<file path="src/phs_avg_pkg.sv">
package phs_avg_pkg;

	// width of every gain word in the bank
	// the multiplier product slice is tied to this value,
	// so it is a constant and not a module parameter
	localparam int gain_w = 16;

	// sample width used when the top level is left at its default
	// any width from 12 to 24 is supported by the datapath
	localparam int dwi_default = 17;

	// host command opcodes, 3 bits on the command port
	// an idle host simply keeps cmd_valid low, so there is no nop code
	// code 7 carries no command and is reported through cmd_err
	typedef enum logic [2:0] {
		// forward gain, real part (read at address 1)
		cmd_kx_re = 3'd0,
		// forward gain, imaginary part (read at address 0)
		cmd_kx_im = 3'd1,
		// reverse gain, real part (read at address 1)
		cmd_ky_re = 3'd2,
		// reverse gain, imaginary part (read at address 0)
		cmd_ky_im = 3'd3,
		// zero the integrator and the sticky overflow flag
		cmd_clear = 3'd4,
		// start integrating
		cmd_run = 3'd5,
		// freeze the integrator at its present value
		cmd_halt = 3'd6
	} cmd_op_t;

endpackage
</file>
<file path="src/phs_avg_top.sv">
`timescale 1ns/1ps

module phs_avg_top #(
	parameter int dwi = phs_avg_pkg::dwi_default
) (
	input logic clk,
	input logic reset,
	// interleaved samples, iq high on the real half
	input logic iq,
	input logic signed [dwi-1:0] x,
	input logic signed [dwi-1:0] y,
	// host write port
	input logic cmd_valid,
	input phs_avg_pkg::cmd_op_t cmd_op,
	input logic [phs_avg_pkg::gain_w-1:0] cmd_data,
	// results
	output logic signed [dwi+1:0] phase_err,
	output logic phase_valid,
	output logic overflow,
	output logic cmd_err
);

	// decoder to execute
	logic signed [phs_avg_pkg::gain_w-1:0] kx;
	logic signed [phs_avg_pkg::gain_w-1:0] ky;
	logic kx_addr;
	logic ky_addr;
	logic run;
	logic intg_clear;
	// execute to result
	logic signed [dwi+1:0] z;
	logic iq_d;
	logic intg_wrap;

	gain_cmd_decode decode (
		.clk(clk),
		.reset(reset),
		.cmd_valid(cmd_valid),
		.cmd_op(cmd_op),
		.cmd_data(cmd_data),
		.kx_addr(kx_addr),
		.ky_addr(ky_addr),
		.kx(kx),
		.ky(ky),
		.run(run),
		.intg_clear(intg_clear),
		.cmd_err(cmd_err)
	);

	phs_avg #(
		.dwi(dwi)
	) execute (
		.clk(clk),
		.reset(reset),
		.iq(iq),
		.x(x),
		.y(y),
		.kx(kx),
		.ky(ky),
		.kx_addr(kx_addr),
		.ky_addr(ky_addr),
		.run(run),
		.intg_clear(intg_clear),
		.z(z),
		.iq_d(iq_d),
		.intg_wrap(intg_wrap)
	);

	phase_result #(
		.dwi(dwi)
	) result (
		.clk(clk),
		.reset(reset),
		.z(z),
		.iq_d(iq_d),
		.intg_wrap(intg_wrap),
		.intg_clear(intg_clear),
		.phase_err(phase_err),
		.phase_valid(phase_valid),
		.overflow(overflow)
	);

endmodule

</file>
<file path="src/phase_result.sv">
`timescale 1ns/1ps

module phase_result #(
	parameter int dwi = phs_avg_pkg::dwi_default
) (
	input logic clk,
	input logic reset,
	input logic signed [dwi+1:0] z,
	input logic iq_d,
	input logic intg_wrap,
	input logic intg_clear,
	output logic signed [dwi+1:0] phase_err,
	output logic phase_valid,
	output logic overflow
);

	// a pair is complete once its imaginary half has been integrated,
	// iq_d low marks that cycle
	always_ff @(posedge clk) begin
		if (reset) begin
			phase_err <= '0;
			phase_valid <= 1'b0;
		end else begin
			phase_valid <= !iq_d;
			// hold the last sample between pairs
			if (!iq_d) begin
				phase_err <= z;
			end
		end
	end

	// sticky overflow
	// wrap pulse comes one cycle ahead of the wrapped integrator,
	// so the flag rises together with the wrapped z
	// clear has priority, the execute stage masks wrap during clear too
	always_ff @(posedge clk) begin
		if (reset) begin
			overflow <= 1'b0;
		end else if (intg_clear) begin
			overflow <= 1'b0;
		end else if (intg_wrap) begin
			overflow <= 1'b1;
		end
	end

endmodule

</file>
<file path="src/phs_avg.sv">
`timescale 1ns/1ps

module phs_avg #(
	parameter int dwi = phs_avg_pkg::dwi_default
) (
	input logic clk,
	input logic reset,
	input logic iq,
	input logic signed [dwi-1:0] x,
	input logic signed [dwi-1:0] y,
	input logic signed [phs_avg_pkg::gain_w-1:0] kx,
	input logic signed [phs_avg_pkg::gain_w-1:0] ky,
	output logic kx_addr,
	output logic ky_addr,
	input logic run,
	input logic intg_clear,
	output logic signed [dwi+1:0] z,
	output logic iq_d,
	output logic intg_wrap
);

	// products of forward and reverse paths
	logic signed [dwi+1:0] xmr;
	logic signed [dwi+1:0] ymr;
	// pair sum, one bit of growth over a product
	logic signed [dwi+2:0] sum;
	// integrator and its next value
	logic signed [dwi+3:0] intg;
	logic signed [dwi+3:0] intg_next;
	// iq line, matches the three register stages to the integrator
	logic [2:0] iq_pipe;

	// gain address follows the sample flag directly
	assign kx_addr = iq;
	assign ky_addr = iq;

	// forward path
	phs_avg_mul #(
		.dwi(dwi)
	) xmul (
		.clk(clk),
		.reset(reset),
		.x(x),
		.k(kx),
		.z(xmr)
	);

	// reverse path
	phs_avg_mul #(
		.dwi(dwi)
	) ymul (
		.clk(clk),
		.reset(reset),
		.x(y),
		.k(ky),
		.z(ymr)
	);

	assign intg_next = intg + sum;

	// sum lands two edges after the sample, the integrator one edge later
	// clear wins over the add
	always_ff @(posedge clk) begin
		if (reset) begin
			sum <= '0;
			intg <= '0;
			iq_pipe <= 3'b111;
		end else begin
			sum <= xmr + ymr;
			iq_pipe <= {iq_pipe[1:0], iq};
			if (intg_clear) begin
				intg <= '0;
			end else if (run) begin
				intg <= intg_next;
			end
		end
	end

	// signed wrap of the integrator
	// addends agree in sign but the result does not
	// high in the cycle before the wrapped value is stored
	assign intg_wrap = run && !intg_clear
		&& (intg[dwi+3] == sum[dwi+2])
		&& (intg_next[dwi+3] != intg[dwi+3]);

	// drop the integrator sign-extension bit and the lsb
	assign z = intg[dwi+2:1];
	assign iq_d = iq_pipe[2];

endmodule

</file>
<file path="src/phs_avg_mul.sv">
`timescale 1ns/1ps

module phs_avg_mul #(
	parameter int dwi = phs_avg_pkg::dwi_default
) (
	input logic clk,
	input logic reset,
	input logic signed [dwi-1:0] x,
	input logic signed [phs_avg_pkg::gain_w-1:0] k,
	output logic signed [dwi+1:0] z
);

	// full product width
	localparam int pw = dwi + phs_avg_pkg::gain_w;

	// gain held back by one sample
	logic signed [phs_avg_pkg::gain_w-1:0] k_d;
	logic signed [pw-1:0] prod;

	// gain is registered once before the multiply
	// with iq alternating, a real x meets the imaginary gain
	// and an imaginary x meets the real gain, which is all the
	// imaginary part of the complex product needs
	always_ff @(posedge clk) begin
		if (reset) begin
			k_d <= '0;
			prod <= '0;
		end else begin
			k_d <= k;
			prod <= x * k_d;
		end
	end

	// drop the redundant sign bit on top and gain_w-3 fraction bits
	// at the bottom, leaving dwi+2 bits
	assign z = prod[pw-2:phs_avg_pkg::gain_w-3];

endmodule

</file>
<file path="src/gain_cmd_decode.sv">
`timescale 1ns/1ps

module gain_cmd_decode (
	input logic clk,
	input logic reset,
	input logic cmd_valid,
	input phs_avg_pkg::cmd_op_t cmd_op,
	input logic [phs_avg_pkg::gain_w-1:0] cmd_data,
	input logic kx_addr,
	input logic ky_addr,
	output logic signed [phs_avg_pkg::gain_w-1:0] kx,
	output logic signed [phs_avg_pkg::gain_w-1:0] ky,
	output logic run,
	output logic intg_clear,
	output logic cmd_err
);

	// gain bank, one word per real/imaginary part of each gain
	logic signed [phs_avg_pkg::gain_w-1:0] kx_re;
	logic signed [phs_avg_pkg::gain_w-1:0] kx_im;
	logic signed [phs_avg_pkg::gain_w-1:0] ky_re;
	logic signed [phs_avg_pkg::gain_w-1:0] ky_im;

	// command decode
	// every strobe is acted on in the cycle it arrives,
	// the effect shows from the following edge on
	always_ff @(posedge clk) begin
		if (reset) begin
			kx_re <= '0;
			kx_im <= '0;
			ky_re <= '0;
			ky_im <= '0;
			run <= 1'b0;
			intg_clear <= 1'b0;
			cmd_err <= 1'b0;
		end else begin
			// both pulses last a single cycle
			intg_clear <= 1'b0;
			cmd_err <= 1'b0;
			if (cmd_valid) begin
				case (cmd_op)
					phs_avg_pkg::cmd_kx_re: begin
						kx_re <= cmd_data;
					end
					phs_avg_pkg::cmd_kx_im: begin
						kx_im <= cmd_data;
					end
					phs_avg_pkg::cmd_ky_re: begin
						ky_re <= cmd_data;
					end
					phs_avg_pkg::cmd_ky_im: begin
						ky_im <= cmd_data;
					end
					phs_avg_pkg::cmd_clear: begin
						// integrator and overflow flag zero on the next edge
						intg_clear <= 1'b1;
					end
					phs_avg_pkg::cmd_run: begin
						run <= 1'b1;
					end
					phs_avg_pkg::cmd_halt: begin
						run <= 1'b0;
					end
					default: begin
						// unknown code, gains and run stay as they are
						cmd_err <= 1'b1;
					end
				endcase
			end
		end
	end

	// read-out muxes for the execute stage
	// address 1 picks the real part, address 0 the imaginary part
	always_comb begin
		if (kx_addr) begin
			kx = kx_re;
		end else begin
			kx = kx_im;
		end
	end

	always_comb begin
		if (ky_addr) begin
			ky = ky_re;
		end else begin
			ky = ky_im;
		end
	end

endmodule

</file>
<file path="config.mk">
export PLATFORM = sky130hd
export DESIGN_NAME = phs_avg_top
export DESIGN_NICKNAME = d
export VERILOG_FILES = /design/src/phs_avg_pkg.sv /design/src/phs_avg_top.sv /design/src/phase_result.sv /design/src/phs_avg.sv /design/src/phs_avg_mul.sv /design/src/gain_cmd_decode.sv
export SDC_FILE = /design/constraint.sdc
export NUM_CORES = 2
export LEC_CHECK = 0
export ABC_AREA = 1
export BUFFER_PORTS_ARGS = -buffer_cell sky130_fd_sc_hd__buf_4
export CAP_MARGIN = 20
export CORE_MARGIN = 3
export CORE_UTILIZATION = 55
export CTS_BUF_LIST = sky130_fd_sc_hd__clkbuf_16
export CTS_CLUSTER_SIZE = 16
export DETAILED_ROUTE_END_ITERATION = 12
export PLACE_DENSITY = 0.76
export RECOVER_POWER = 100
export SLEW_MARGIN = 10
export SYNTH_ARGS = -nofsm -noshare
export SYNTH_HDL_FRONTEND = slang
export SYNTH_SLANG_ARGS = --single-unit
</file>
<file path="constraint.sdc">
create_clock -name clk -period 7.6 [get_ports clk]
set_clock_uncertainty 0.05 [all_clocks]
set_input_delay 1.14 -clock clk [delete_from_list [all_inputs] [get_ports clk]]
set_output_delay 1.14 -clock clk [all_outputs]
set_load 0.05 [all_outputs]
</file>
==> out/qor.csv <==
metric,value,unit
crit_fanout,17,
syn_avg_cell_area,7.428,sq um
cts_made_buffers,22,
route.detailed.drc,0,
crit_path_top_delay_cell,dfxtp_1,
worst_pin_slew,1.988,ns
dr.pass1.iters,6,
ys.warnings.count,0,
worstSkewPairLatency,0.52,ns
comb_power_share,64.6,%
wire_per_inst,15.48,um
sw_frac_of_total,50.21,%
place_hpwl,59460,um
synthTopCellsByArea,"fa_1 36%, dfxtp_1 13%, inv_1 13%",
cp-end-kind,flop,
finalSetupTns,0,ns
port_buffers,78,
wl_met2,35000,um
async_flop_share,0,%
coreArea,0.05403,sq mm
p_total,0.006691,W
finalMaxSlewViolations,169,
regArea,0.004044,sq mm
syn_area,0.03014,sq mm
vias_per_cell,5.158,
grt_max_degree,122,
period_share,84.53,%
antenna_found_initial,1,
synth_edf_count,0,
track_usage,26.54,%
drive_gt1_share,2.981,%
vias,24360,
violations,"max-capacitance violations, max-slew violations",
switching_power,0.003360,W
cp.required,7.96,ns
synth_most_common_cell,inv_1,
area_growth,4.939,%
relSlewSlack,-32.51,%
period_minus_slack,6.425,ns
synth-seq-cells,202,
drtAntennaViolNets,0,
finalSetupViolCount,0,
grt_pass1_vias,25090,
cp_cell_sequence,"nand2_1, inv_1, fa_1, inv_1, fa_1, inv_1, fa_1, fa_1, fa_1, inv_1, fa_1, inv_1, ha_1, nand2_1, nor2_1, inv_1, nor3_1, nand3_1, o21bai_1, a21oi_1, nor2_1",
seq_area_frac_synth,13.42,%
routed_wl,73090,um
cp.arrival,6.78,ns
clockPowerShare,15.2,%
route.met3.wl,4757,um
wl_met1,31590,um
globalplace.congestion,0.9538,
dr.first_iter.drc_count,1674,
nFillCells,5071,
status,"complete, but fails checks",
nNetsFinal,4806,
ctsResizeCount,0,
path_buf_inv,6,
overflow,0,
cap_violations,2,
path_clk_slew,0.07,ns
syn_nets,4852,
p_leak,18.02,nW
yosysUniqueCellTypes,44,
synth_commonest_cells,"1,049 x inv_1, 871 x nand2_1, 540 x fa_1",
dieArea,0.05765,sq mm
hold_viol,0,
rsz0062_at_grt,no,
cts_tree,built,
critPathTopFamily,adder cells,
multi_input_area,0.02152,sq mm
highest-signal-layer,met5,
die_x,240.1,um
max-vdd-ir-drop,163.0,uV
hold_path.class,reg2reg,
rows,85,
grt_first_pass_wirelength,124100,um
synth-main-ff-cell,dfxtp_1,
htreeDepth,1,
hold_buffers,0,
post_cts_buffers,0,
cts.sinks,202,
critical_path_class,reg2reg,
die_h,240.1,um
synth_top_area_share,35.86,%
intPower,0.003331,W
yosysTopAreaCell,fa_1,
start_kind,flop,
num_io_pins,79,
p_seq_share,20.2,%
max_freq,155.7,MHz
power_density,211.5,mW/mm^2
clock-root-buffer,clkbuf_16,
clockBufferDepth,3,
synth_cells,4058,
critPathMaxStageDelay,1.00,ns
start_util,55.79,%
==> state kept, by name (all words and copies together) (netlist names), 19 cells and up <==
name and count:
execute.ymul.prod 19, execute.xmul.prod 19, result.phase_err 19, execute.intg 21, execute.sum 20
==> cells in the final DEF, fill, tap and decap left out, drive strengths merged, types with 5 or more instances in the layout <==
cell type     n
nand2       877
dfxtp       202
clkinv       10
fa          540
nand3        80
o21ai       198
xnor2        10
inv        1051
o21bai       13
buf          65
a21o         12
nor3         22
xor2         15
nand3b        5
clkbuf       48
a21oi       176
ha          197
o21a         13
nor2        427
a31oi        10
nand4        20
or2          17
==> metal layers <==
metal / vias to the layer above / track usage, %
met5: - / 0
li1: 11750 / -
met2: 777 / 45.10
met1: 11710 / 36.86
met3: 118 / 2.822
met4: 2 / 6.211
==> worst reg2reg max path: cells and delay by family (launching register included) <==
| family | cells | cell delay [ns] |
|---|---|---|
| compound gates | 2 | 0.33 |
| flops | 1 | 1.00 |
| fa+ha+maj | 7 | 3.31 |
| simple gates | 6 | 0.87 |
| buf+inv | 6 | 0.78 |
==> stage by stage <==
| step | area (sq um) | worst slack [ns] | std cells | hold slack, ns | util, % |
|---|---|---|---|---|---|
| 4_1_cts | 31740 | 1.229 | 4721 | 0.3603 | 58.74 |
| 6_report | 31630 | 1.175 | 4722 | 0.3607 | 58.55 |
| 3_5_place_dp | 31060 | 0.8112 | 4684 | 0.3464 | 57.49 |
| 3_3_place_gp | 31060 | 0.9264 | 4684 | 0.3481 | 57.49 |
| 5_1_grt | 31630 | 0.7497 | 4721 | 0.3680 | 58.55 |
| 2_1_floorplan | 30140 | 1.278 | 4058 | 0.3395 | - |
==> kinds of logic after synthesis <==
| group | synth area share (%) |
|---|---|
| compound gates | 7.625 |
| xor+xnor | 0.7264 |
| fa+ha+maj | 44.04 |
| buf+inv | 15.17 |
| flops | 13.42 |
| simple gates | 19.02 |
==> path summary, 6_finish.rpt <==
path                            start                    end  slack (ns)  cells after the start
setup reg to reg  execute.xmul.k_d[1]  execute.xmul.prod[27]        1.18                     21
setup / recovery  execute.xmul.k_d[1]  execute.xmul.prod[27]        1.18                     21
hold / removal     execute.iq_pipe[1]     execute.iq_pipe[2]        0.36                      1
hold reg to reg    execute.iq_pipe[1]     execute.iq_pipe[2]        0.36                      1
==> power groups by stage <==
| stage | clock network, W | logic [W] | registers [W] |
|---|---|---|---|
| 2_1_floorplan | 0 | 0.00320 | 0.00130 |
| 3_3_place_gp | 0 | 0.00422 | 0.00138 |
| 3_5_place_dp | 0 | 0.00428 | 0.00138 |
| 4_1_cts | 0.00104 | 0.00433 | 0.00135 |
| 5_1_grt | 0.00108 | 0.00498 | 0.00137 |
| 6_report | 0.00102 | 0.00432 | 0.00135 |
==> cell type report <==
class,instances,share of cell area (%)
repair buffers,90,1.843
clock buffers,23,1.819
flip-flops and latches,202,12.78
diodes,1,0.007911
inverters,1050,12.46
multi-input cells,2646,68.02
clock inverters,14,0.3125
well taps,696,2.753
No activity file was read; power rests on OpenSTA's default activity.
